<file path="config.mk">
export PLATFORM = sky130hd
export DESIGN_NAME = alu_core
export DESIGN_NICKNAME = d
export VERILOG_FILES = /design/src/hw/isa_pkg.sv /design/src/hw/core_pkg.sv /design/src/hw/instr_decode.sv /design/src/hw/alu_execute.sv /design/src/hw/reg_writeback.sv /design/src/hw/alu_core.sv
export SDC_FILE = /design/constraint.sdc
export NUM_CORES = 1
export LEC_CHECK = 0
export BUFFER_PORTS_ARGS = -buffer_cell sky130_fd_sc_hd__buf_2
export CORE_UTILIZATION = 29
export DETAILED_ROUTE_END_ITERATION = 8
export GPL_TIMING_DRIVEN = 0
export PLACE_DENSITY = 0.44
export SETUP_SLACK_MARGIN = 0.2
export SYNTH_ARGS = -nofsm -noshare
export SYNTH_HDL_FRONTEND = slang
export SYNTH_SLANG_ARGS = --single-unit
</file>
<file path="constraint.sdc">
create_clock -name clk -period 15.7 [get_ports clk]
set_clock_uncertainty 0.05 [all_clocks]
set_input_delay 4.71 -clock clk [delete_from_list [all_inputs] [get_ports clk]]
set_output_delay 4.71 -clock clk [all_outputs]
set_load 0.01 [all_outputs]
</file>
<file path="src/hw/isa_pkg.sv">
package isa_pkg;

	////////////////////////////////////////
	// Data and register numbering
	////////////////////////////////////////

	typedef logic [15:0] word_t;
	typedef logic [3:0] reg_id_t;          // 0..7 general, 8 and up special

	localparam reg_id_t REG_SP = 4'd8;
	localparam reg_id_t REG_T = 4'd9;      // Compare result
	localparam reg_id_t REG_IH = 4'd10;
	localparam reg_id_t REG_NONE = 4'd15;  // No read, no write

	////////////////////////////////////////
	// Instruction encodings
	////////////////////////////////////////

	// Major opcode, bits 15..11
	typedef enum logic [4:0] {
		NOP = 5'b00001,
		GRP_SHIFT = 5'b00110,   // SLL, SRA
		ADDIU3 = 5'b01000,
		ADDIU = 5'b01001,
		GRP_SP = 5'b01100,      // ADDSP, MTSP
		LI = 5'b01101,
		CMPI = 5'b01110,
		GRP_RR = 5'b11100,      // ADDU, SUBU
		GRP_LOGIC = 5'b11101,   // AND, OR, CMP, SLT, SRAV, MFPC
		GRP_IH = 5'b11110       // MFIH, MTIH by bit 0
	} major_op_e;

	// GRP_SP, bits 10..8
	typedef enum logic [2:0] {
		SP_ADDSP = 3'b011,
		SP_MTSP = 3'b100
	} sub_sp_e;

	// GRP_RR, bits 1..0
	typedef enum logic [1:0] {
		RR_ADDU = 2'b01,
		RR_SUBU = 2'b11
	} sub_rr_e;

	// GRP_LOGIC, bits 4..0
	typedef enum logic [4:0] {
		LOGIC_PC = 5'b00000,    // MFPC when bits 7..5 match MFPC_RY
		LOGIC_SLT = 5'b00010,
		LOGIC_SRAV = 5'b00111,
		LOGIC_CMP = 5'b01010,
		LOGIC_AND = 5'b01100,
		LOGIC_OR = 5'b01101
	} sub_logic_e;

	localparam logic [2:0] MFPC_RY = 3'b010;

	// GRP_SHIFT, bits 1..0
	typedef enum logic [1:0] {
		SH_SLL = 2'b00,
		SH_SRA = 2'b11
	} sub_shift_e;

	////////////////////////////////////////
	// Execute controls
	////////////////////////////////////////

	typedef enum logic [3:0] {
		ALU_ADD = 4'b0000,
		ALU_AND = 4'b0001,
		ALU_OR = 4'b0010,
		ALU_SLL = 4'b0011,
		ALU_SRA = 4'b0101,
		ALU_SUB = 4'b0110,
		ALU_EQUAL = 4'b0111,    // 0 when equal
		ALU_LESS = 4'b1000,     // Signed
		ALU_MOVE = 4'b1001,
		ALU_NONE = 4'b1111
	} alu_op_e;

	typedef enum logic [1:0] {
		SRC_RR = 2'b00,         // A reg, B reg
		SRC_RI = 2'b01,         // A reg, B imm
		SRC_R = 2'b10,          // A reg only
		SRC_I = 2'b11           // Imm only
	} src_sel_e;

endpackage

</file>
<file path="src/hw/core_pkg.sv">
package core_pkg;

	// Fetched instruction into decode
	typedef struct packed {
		logic valid;
		isa_pkg::word_t pc;
		logic [15:0] instr;
	} instr_t;

	// Decode to execute
	typedef struct packed {
		logic valid;
		isa_pkg::alu_op_e alu_op;
		isa_pkg::src_sel_e src_sel;
		isa_pkg::reg_id_t reg_a;
		isa_pkg::reg_id_t reg_b;
		isa_pkg::word_t imm;
		logic wr_en;
		isa_pkg::reg_id_t wr_reg;
	} uop_t;

	// Execute to result stage
	typedef struct packed {
		logic valid;
		logic wr_en;
		isa_pkg::reg_id_t wr_reg;
		isa_pkg::word_t data;
	} exec_t;

	// Write-back report to the outside
	typedef struct packed {
		logic valid;
		isa_pkg::reg_id_t wr_reg;
		isa_pkg::word_t data;
	} wb_t;

endpackage

</file>
<file path="src/hw/instr_decode.sv">
`timescale 1ns/1ps

module instr_decode (
	input logic clk,
	input logic rst_n,
	input core_pkg::instr_t in_instr,
	output core_pkg::uop_t uop
);

	import isa_pkg::*;
	import core_pkg::*;

	logic [15:0] ins;
	reg_id_t rx;
	reg_id_t ry;
	reg_id_t rz;
	word_t simm8;
	word_t simm4;
	word_t zimm8;
	word_t shamt;
	uop_t dec;

	assign ins = in_instr.instr;
	assign rx = {1'b0, ins[10:8]};
	assign ry = {1'b0, ins[7:5]};
	assign rz = {1'b0, ins[4:2]};
	assign simm8 = {{8{ins[7]}}, ins[7:0]};
	assign simm4 = {{12{ins[3]}}, ins[3:0]};
	assign zimm8 = {8'd0, ins[7:0]};
	assign shamt = (ins[4:2] == 3'd0) ? 16'd8 : {13'd0, ins[4:2]}; // 0 means 8

	////////////////////////////////////////
	// Field decode
	////////////////////////////////////////

	always_comb begin
		dec.valid = in_instr.valid;
		dec.alu_op = ALU_NONE;      // Anything unmatched is a NOP
		dec.src_sel = SRC_I;
		dec.reg_a = REG_NONE;
		dec.reg_b = REG_NONE;
		dec.imm = '0;
		dec.wr_en = 1'b0;
		dec.wr_reg = REG_NONE;

		case (major_op_e'(ins[15:11]))
			ADDIU: begin
				dec = '{in_instr.valid, ALU_ADD, SRC_RI, rx, REG_NONE, simm8, 1'b1, rx};
			end
			ADDIU3: begin
				dec = '{in_instr.valid, ALU_ADD, SRC_RI, rx, REG_NONE, simm4, 1'b1, ry};
			end
			GRP_SP: begin
				case (sub_sp_e'(ins[10:8]))
					SP_ADDSP: begin
						dec.alu_op = ALU_ADD;
						dec.src_sel = SRC_RI;
						dec.reg_a = REG_SP;
						dec.imm = simm8;
						dec.wr_en = 1'b1;
						dec.wr_reg = REG_SP;
					end
					SP_MTSP: begin
						dec.alu_op = ALU_MOVE;
						dec.src_sel = SRC_R;
						dec.reg_a = ry;
						dec.wr_en = 1'b1;
						dec.wr_reg = REG_SP;
					end
					default: ;      // Branches on T dropped
				endcase
			end
			GRP_RR: begin
				case (sub_rr_e'(ins[1:0]))
					RR_ADDU, RR_SUBU: begin
						dec.alu_op = (ins[1]) ? ALU_SUB : ALU_ADD;
						dec.src_sel = SRC_RR;
						dec.reg_a = rx;
						dec.reg_b = ry;
						dec.wr_en = 1'b1;
						dec.wr_reg = rz;
					end
					default: ;
				endcase
			end
			GRP_LOGIC: begin
				dec.src_sel = SRC_RR;
				dec.reg_a = rx;
				dec.reg_b = ry;
				case (sub_logic_e'(ins[4:0]))
					LOGIC_AND: dec.alu_op = ALU_AND;
					LOGIC_OR: dec.alu_op = ALU_OR;
					LOGIC_CMP: dec.alu_op = ALU_EQUAL;
					LOGIC_SLT: dec.alu_op = ALU_LESS;
					LOGIC_SRAV: begin
						dec.alu_op = ALU_SRA;
						dec.reg_a = ry;     // Value in ry, count in rx
						dec.reg_b = rx;
					end
					LOGIC_PC: begin
						if (ins[7:5] == MFPC_RY) begin
							dec.alu_op = ALU_MOVE;
							dec.src_sel = SRC_I;
							dec.reg_a = REG_NONE;
							dec.reg_b = REG_NONE;
							dec.imm = in_instr.pc;
						end
					end
					default: ;
				endcase
				dec.wr_en = (dec.alu_op != ALU_NONE);
				case (dec.alu_op)
					ALU_EQUAL, ALU_LESS: dec.wr_reg = REG_T;
					ALU_SRA: dec.wr_reg = ry;
					ALU_NONE: dec.wr_reg = REG_NONE;
					default: dec.wr_reg = rx;
				endcase
			end
			LI: begin
				dec = '{in_instr.valid, ALU_MOVE, SRC_I, REG_NONE, REG_NONE, zimm8, 1'b1, rx};
			end
			GRP_IH: begin
				dec.alu_op = ALU_MOVE;
				dec.src_sel = SRC_R;
				dec.wr_en = 1'b1;
				if (ins[0]) begin   // MTIH
					dec.reg_a = rx;
					dec.wr_reg = REG_IH;
				end else begin      // MFIH
					dec.reg_a = REG_IH;
					dec.wr_reg = rx;
				end
			end
			GRP_SHIFT: begin
				case (sub_shift_e'(ins[1:0]))
					SH_SLL, SH_SRA: begin
						dec.alu_op = (ins[0]) ? ALU_SRA : ALU_SLL;
						dec.src_sel = SRC_RI;
						dec.reg_a = ry;
						dec.imm = shamt;
						dec.wr_en = 1'b1;
						dec.wr_reg = rx;
					end
					default: ;
				endcase
			end
			CMPI: begin
				dec = '{in_instr.valid, ALU_EQUAL, SRC_RI, rx, REG_NONE, simm8, 1'b1, REG_T};
			end
			default: ;              // NOP, memory, jumps
		endcase
	end

	always_ff @(posedge clk) begin
		if (!rst_n) begin
			uop.valid <= 1'b0;
			uop.wr_en <= 1'b0;
		end else begin
			uop <= dec;
		end
	end

endmodule

</file>
<file path="src/hw/alu_execute.sv">
`timescale 1ns/1ps

module alu_execute (
	input logic clk,
	input logic rst_n,
	input core_pkg::uop_t uop,
	output isa_pkg::reg_id_t rd_addr_a,
	output isa_pkg::reg_id_t rd_addr_b,
	input isa_pkg::word_t rd_data_a,
	input isa_pkg::word_t rd_data_b,
	output core_pkg::exec_t result
);

	import isa_pkg::*;

	logic fwd_a;
	logic fwd_b;
	word_t reg_a_val;
	word_t reg_b_val;
	word_t opnd_a;
	word_t opnd_b;
	word_t alu_out;

	assign rd_addr_a = uop.reg_a;
	assign rd_addr_b = uop.reg_b;

	////////////////////////////////////////
	// Bypass and operand select
	////////////////////////////////////////

	// Previous instruction still sits in the result register
	assign fwd_a = result.valid && result.wr_en && (result.wr_reg == uop.reg_a);
	assign fwd_b = result.valid && result.wr_en && (result.wr_reg == uop.reg_b);

	assign reg_a_val = fwd_a ? result.data : rd_data_a;
	assign reg_b_val = fwd_b ? result.data : rd_data_b;

	assign opnd_a = (uop.src_sel == SRC_I) ? uop.imm : reg_a_val;
	assign opnd_b = (uop.src_sel == SRC_RR) ? reg_b_val : uop.imm;

	////////////////////////////////////////
	// ALU
	////////////////////////////////////////

	always_comb begin
		case (uop.alu_op)
			ALU_ADD: alu_out = opnd_a + opnd_b;     // Wraps at 16 bits
			ALU_SUB: alu_out = opnd_a - opnd_b;
			ALU_AND: alu_out = opnd_a & opnd_b;
			ALU_OR: alu_out = opnd_a | opnd_b;
			ALU_SLL: alu_out = opnd_a << opnd_b[3:0];
			ALU_SRA: alu_out = $signed(opnd_a) >>> opnd_b[3:0];
			ALU_EQUAL: alu_out = {15'd0, opnd_a != opnd_b};
			ALU_LESS: alu_out = {15'd0, $signed(opnd_a) < $signed(opnd_b)};
			ALU_MOVE: alu_out = opnd_a;     // Reg for SRC_R, imm for SRC_I
			default: alu_out = '0;
		endcase
	end

	always_ff @(posedge clk) begin
		if (!rst_n) begin
			result.valid <= 1'b0;
			result.wr_en <= 1'b0;
		end else begin
			result.valid <= uop.valid;
			result.wr_en <= uop.valid && uop.wr_en;
		end
		result.wr_reg <= uop.wr_reg;
		result.data <= alu_out;
	end

endmodule

</file>
<file path="src/hw/reg_writeback.sv">
`timescale 1ns/1ps

module reg_writeback (
	input logic clk,
	input logic rst_n,
	input isa_pkg::reg_id_t rd_addr_a,
	input isa_pkg::reg_id_t rd_addr_b,
	output isa_pkg::word_t rd_data_a,
	output isa_pkg::word_t rd_data_b,
	input core_pkg::exec_t result,
	output core_pkg::wb_t wb
);

	import isa_pkg::*;

	word_t regs [16];
	logic wr_fire;

	assign wr_fire = result.valid && result.wr_en && (result.wr_reg != REG_NONE);

	// Same-edge write is covered by the execute bypass
	assign rd_data_a = regs[rd_addr_a];
	assign rd_data_b = regs[rd_addr_b];

	////////////////////////////////////////
	// Register file
	////////////////////////////////////////

	always_ff @(posedge clk) begin
		if (!rst_n) begin
			for (int i = 0; i < 16; i++) begin
				regs[i] <= '0;
			end
		end else if (wr_fire) begin
			regs[result.wr_reg] <= result.data;
		end
	end

	////////////////////////////////////////
	// Write-back report
	////////////////////////////////////////

	always_ff @(posedge clk) begin
		if (!rst_n) begin
			wb.valid <= 1'b0;
		end else begin
			wb.valid <= wr_fire;    // Only writers report
		end
		wb.wr_reg <= result.wr_reg;
		wb.data <= result.data;
	end

endmodule

</file>
<file path="src/hw/alu_core.sv">
`timescale 1ns/1ps

module alu_core (
	input logic clk,
	input logic rst_n,
	input core_pkg::instr_t in_instr,
	output core_pkg::wb_t out_wb
);

	import isa_pkg::*;
	import core_pkg::*;

	uop_t uop;
	exec_t result;
	reg_id_t rd_addr_a;
	reg_id_t rd_addr_b;
	word_t rd_data_a;
	word_t rd_data_b;

	instr_decode u_decode (
		.clk(clk),
		.rst_n(rst_n),
		.in_instr(in_instr),
		.uop(uop)
	);

	alu_execute u_execute (
		.clk(clk),
		.rst_n(rst_n),
		.uop(uop),
		.rd_addr_a(rd_addr_a),
		.rd_addr_b(rd_addr_b),
		.rd_data_a(rd_data_a),
		.rd_data_b(rd_data_b),
		.result(result)
	);

	reg_writeback u_writeback (
		.clk(clk),
		.rst_n(rst_n),
		.rd_addr_a(rd_addr_a),
		.rd_addr_b(rd_addr_b),
		.rd_data_a(rd_data_a),
		.rd_data_b(rd_data_b),
		.result(result),
		.wb(out_wb)
	);

endmodule

</file>
# Word level (Yosys, flattened, before mapping)

Memory sizes are Yosys's and may differ from the RTL's. A register that Yosys moved wholly into a read port is not among the register bits.
Index checks and enable logic that the tools add are counted.

Add/sub/neg operators: 2
$lt $le $gt $ge: 1
Equal/unequal tests: 37
Shift-type cells: 2
Mux-type cells: 37
Bitwise operators: 2
Reductions and logical operators: 18

Operators by type and width:

| operator                                                         | number |
|---|---|
| 16-bit one-hot mux with 9 select lines                           | 1 |
| 16-bit two-way mux                                               | 7 |
| 16-bit one-hot mux with 6 select lines                           | 1 |
| 10-bit one-hot mux with 8 select lines                           | 1 |
| 5-bit by 4-bit == test with 1-bit output (second input constant) | 8 |
| 5-bit one-hot mux with 8 select lines                            | 1 |
| 29-bit two-way mux                                               | 1 |
| 4-bit two-way mux                                                | 7 |
| 4-bit one-hot mux with 6 select lines                            | 1 |
| 21-bit two-way mux                                               | 1 |
| 4-bit by 3-bit == test with 1-bit output (second input constant) | 5 |
| 10-bit one-hot mux with 2 select lines                           | 1 |
| 16-bit adder                                                     | 1 |
| 16-bit AND                                                       | 1 |
| 4-bit == test (second input constant)                            | 4 |
| 16-bit < comparator                                              | 1 |
| 16-bit != test                                                   | 1 |
| 16-bit bitwise OR                                                | 1 |
| 8-bit one-hot mux with 2 select lines                            | 1 |
| 16-bit OR reduction                                              | 1 |
| 16-bit by 4-bit << shifter with 16-bit output                    | 1 |
| 16-bit by 4-bit >>> shifter with 16-bit output                   | 1 |
| 16-bit subtractor                                                | 1 |
| 5-bit == test (second input constant)                            | 3 |
| 24 further kinds                                                 | 47 |

Bits in registers: 79
Memory bits (writable): 256
Input port bits: 35
Logic and storage cells: 115
Memories kept: 1

Memory list:

| memory           | depth | bits a word | read ports | clocked after Yosys merged registers in | write ports | RTL line            | text |
|---|---|---|---|---|---|---|---|
| u_writeback.regs | 16    | 16          | 2          | 2                                       | 16          | reg_writeback.sv:16 | `word_t regs [16];` |

# Longest topological paths before layout

Depth after elaboration: 8
Depth in mapped cells: 21
Gate-level depth less buffers: 17

# Modules after synthesis

Synthesis repeated with hierarchy kept, for this count alone.

Cells, all modules: 1947
Area total of the unflattened synthesis: 21206.6 µm²

By module, submodules not included:

| module        | instances | cells an instance | area each (µm²) | seq. area each (µm²) |
|---|---|---|---|---|
| reg_writeback | 1         | 923               | 13446.6         | 8107.8 |
| alu_execute   | 1         | 753               | 5222.5          | 440.4 |
| instr_decode  | 1         | 271               | 2537.4          | 1061.0 |

# Least setup slack after synthesis

Ideal clock, no wire load.

Path kind: input to register
Start point: input port in_instr[2] (netlist bit)
End point: register u_decode.uop[1] (netlist name)
Library setup time: 0.276 ns
Data arrival time: 6.631 ns
Slack: 8.743 ns
Stages on the path: 10
Path through: clkbuf_1 -> nand2b_1 -> mux2i_1 -> o311ai_0 -> o21bai_1 -> o21bai_1 -> mux2i_1 -> nor2_1 -> a21oi_1 -> o2111ai_1

RTL lines:

| what            | RTL line      | text |
|---|---|---|
| start, declared | alu_core.sv:6 | `input core_pkg::instr_t in_instr,` |

==> results.txt <==
----------------------------------------------------
[Status]
  Status ... finished, violations left
  Violated checks ... design-rule violations

[Worst hold path]
  Worst hold path type ... flop to flop

[Die]
  Total Die Area ... 0.0742 mm²
  Die span in y ... between 200 and 300 µm
  Std-Cell Core Area ... approximately 0.072 mm²
  Row count ... slightly below 100
  IO Pins ... 56
  Initial cell density of the core ... ~30%
  Overall die width ... ~270 µm

[CTS]
  Buffers from clock root to sink, at most ... 3
  TritonCTS Sinks ... ~340
  Clock tree from TritonCTS ... yes
  Post-CTS resize count ... 0
  Later-pin clock latency in the skew report ... about 0.58 ns
  Max H-tree Level ... 2
  CTS Buf Count ... 45
  Buffers inserted by post-CTS timing repair ... 0
  Clock transition at the registers of the reported paths ... 0.06 ns
  CTS root buf ... clkbuf_16
  Quantity of hold-fixing buffers added after cts ... 0

[Timing]
  Final Hold Violating Endpoints ... 0
  Transition time at the pin with the least slew margin ... about 1.5 ns
  Final min period ... about 8.3 ns
  Final period utilization ... between 50% and 60%
  Number of max-slew violations in the final report ... 0
  RSZ-0062 raised after global routing ... false
  Count of final setup violators ... 0
  Slew margin rel. ... between 1 and 1.5%
  Setup TNS ... 0 ns
  Top achievable clock speed ... 120 MHz

[Finish]
  Fillcell total ... 7102
  Fraction of final layout cells sized beyond drive strength 1 ... a little under a fifth
  Area overhead of the layout relative to synthesis ... 15.6%
  Leading cell types in the layout, fill and taps excluded ... edfxtp_1, and2_1, mux4_2
  Commonest non-fill, non-tap cell in the layout ... edfxtp_1
  Sequential Area ... 0.00977 mm²
  Fin nets ... just under 2000
  Combined area of the multi-input logic cells ... approximately 0.011 mm²
  Non-Filler Cell Area, Final ... between 0.02 and 0.025 mm²

[GRT]
  Wire length of the first global-routing pass ... between 100000 and 150000 µm
  Met1 GRT Util ... between 30 and 40%
  Vias in the first global route ... 16300
  Antenna violations before repair ... 7
  Pin count of the biggest net entering global routing ... 40
  Tot GR Track Use ... between 20% and 30%
  Global-route met3 utilization ... between 2 and 3%
  Met2 Resource Use GR ... 35.2%
  Most Crowded Layer GR ... met2
  Grt total ovfl ... 0

[Synthesis]
  Number of synthesized flops with an enable pin ... 290
  Netlist Area Pre-Place ... ~0.021 mm²
  Synthesized instance count ... 1755
  Proportion of synthesized flip-flops having asynchronous set or reset ... 0%
  Count of warnings emitted by yosys ... 0
  Synthesis-stage register bit count ... 343
  Top flip-flop cell by instance count after synthesis ... edfxtp_1
  Number of distinct library cell variants in the gate-level netlist after synthesis ... 75
  Sequential-to-total area share from yosys stat ... between 40% and 50%
  Average size of a mapped cell ... roughly 12 µm²

[Critical path]
  Master of the slowest instance on the critical path ... nand2b_1
  Worst R2R End ... u_execute.result[8]
  Arr. time, crit path ... 8.44 ns
  Delay of the slowest critical-path stage ... between 1 and 1.5 ns
  Number of cells on the critical path ... 6
  Kind of cell adding the most delay to the critical path ... simple AND/OR/NAND/NOR gates
  Cell-by-cell listing of the critical path ... buf_2, nand3_1, nor2_1, nand2_1, nor3_1, nand2b_1
  Category of the worst setup path capture point ... flop
  Crit path launch type ... input pin
  Start point of the critical path ... rst_n
  Count of buffering cells on the critical path with inverters included ... 1
  CP required ... between 15 and 20 ns
  Setup slack of the worst register-to-register path ... between 8 and 9 ns
  Critical Path Fanout Max ... 39
  Category of the critical setup timing path ... input pin to flop
  Depth of the worst register-to-register path ... 17
  Critical path destination ... u_writeback.regs[4][14]

[Detailed routing]
  Vias ... between 15000 and 20000
  Number of DRC violations after detailed-routing iteration 0 ... between 2000 and 2500
  Final Routed Wirelength ... roughly 84000 µm
  Via-to-Cell Ratio ... 5.66
  Average wire per cell in the routed design ... around 30 µm
  DRT Pass-1 Iters ... 9
  ANT nets after route ... 0
  DRC errors left ... 1

[Power]
  Switching part of the total power ... approximately a third
  Proportion of power drawn by combinational gates ... between 20 and 30%
  Part of the total power dissipated in sequential elements ... 37.4%
  Clk network pwr share ... roughly a third
  Reported leakage power ... 9.29 nW
  Internal power contribution ... around 2 mW
  Power density normalized to cell area ... 125 mW/mm²
  Power spent charging and discharging nets ... between 1 and 1.5 mW
  Max IR drop VDD ... approximately 0.000061 V

[Placement]
  Port-buffer cells ... 51
  Routability Congestion ... 0.937
  Hpwl dp ... just over 60000 µm
  Post-detailed-placement cell area ... between 0.02 and 0.025 mm²

[Flow run]
  Number of max-cap violations ... 0

----------------------------------------------------
## power by group through the flow
| stage | clock network [mW] | registers [mW] | logic (mW) |
|---|---|---|---|
| 2_1_floorplan | 0 | 1.12 | 0.540 |
| 3_3_place_gp | 0 | 1.17 | 0.837 |
| 3_5_place_dp | 0 | 1.16 | 0.847 |
| 4_1_cts | 1.07 | 1.15 | 0.852 |
| 5_1_grt | 1.10 | 1.15 | 0.923 |
| 6_report | 1.05 | 1.15 | 0.867 |
## cell usage after synthesis (17+ instances only)
cell,instances,share of area (%)
a222oi_1,20,0.94
inv_1,54,0.96
a221oi_1,19,0.78
nand3_1,17,0.40
nand2b_1,19,0.56
a21oi_1,63,1.5
nand2_1,79,1.4
edfxtp_1,290,41
nor3_1,39,0.92
mux2_2,22,1.2
clkbuf_1,99,1.8
o21ai_0,48,1.1
ha_1,55,3.2
dfxtp_1,53,5.0
mux4_2,134,14
mux2i_1,100,4.7
nor2_1,91,1.6
a21o_1,17,0.60
and2_1,250,7.4
## layout make-up
class | instances | share of cell area [%]
Tap cell | 950 | 4.85
Multi-Input combinational cell | 1231 | 44.0
Inverter | 58 | 0.888
Buffer | 138 | 2.47
Timing Repair Buffer | 69 | 1.92
Clock inverter | 26 | 1.06
Sequential cell | 343 | 39.8
Antenna cell | 2 | 0.0204
Clock buffer | 55 | 5.00
## registers in the layout, indices dropped and copies added, names as in the netlist, named ones only
name / count
u_writeback.wb: 21
u_execute.result: 22
u_writeback.regs: 256
u_decode.uop: 36
## logic make-up after synthesis
| logic type | Yosys count | synth area share, % |
|---|---|---|
| flops | 343 | 46.1 |
| xor+xnor | 18 | 0.743 |
| fa+ha+maj | 57 | 3.43 |
| compound gates | 318 | 10.7 |
| mux | 262 | 20.9 |
| simple gates | 560 | 14.3 |
| buf+inv | 196 | 3.88 |
| other cells | 1 | 0.0177 |
## metal layers
layer	share of wire, %	wire (µm)	up-vias
met5	0	0	-
met4	2.9	2420	0
met3	6.8	5730	124
met2	45	38000	733
met1	45	38200	8400
li1	-	-	6999
## how the worst min path moves through the flow
| stage | from | end | slack (ns) | cells past startpoint |
|---|---|---|---|---|
| finish | u_decode.uop[1] | u_execute.result[17] | 0.30 | 0 |
| global route | u_decode.uop[1] | u_execute.result[17] | 0.30 | 0 |
| CTS | u_decode.uop[2] | u_execute.result[18] | 0.30 | 0 |
| detailed placement | u_decode.uop[2] | u_execute.result[18] | 0.29 | 0 |
| global placement | u_decode.uop[0] | u_execute.result[16] | 0.28 | 0 |
| floorplan | u_decode.uop[0] | u_execute.result[16] | 0.27 | 0 |
## per-stage QoR
| stage | hold WS (ns) | setup WS (ns) | utilization (%) | cells | power [mW] |
|---|---|---|---|---|---|
| floorplan | 0.273 | 8.74 | - | 1770 | 1.66 |
| global placement | 0.284 | 5.70 | 31.5 | 2771 | 2.00 |
| detailed placement | 0.286 | 6.46 | 32.0 | 2788 | 2.01 |
| CTS | 0.301 | 7.05 | 34.0 | 2869 | 3.07 |
| global route | 0.300 | 7.19 | 34.1 | 2870 | 3.18 |
| finish | 0.300 | 7.37 | 34.1 | 2872 | 3.07 |
No activity file was read; power rests on OpenSTA's default activity.
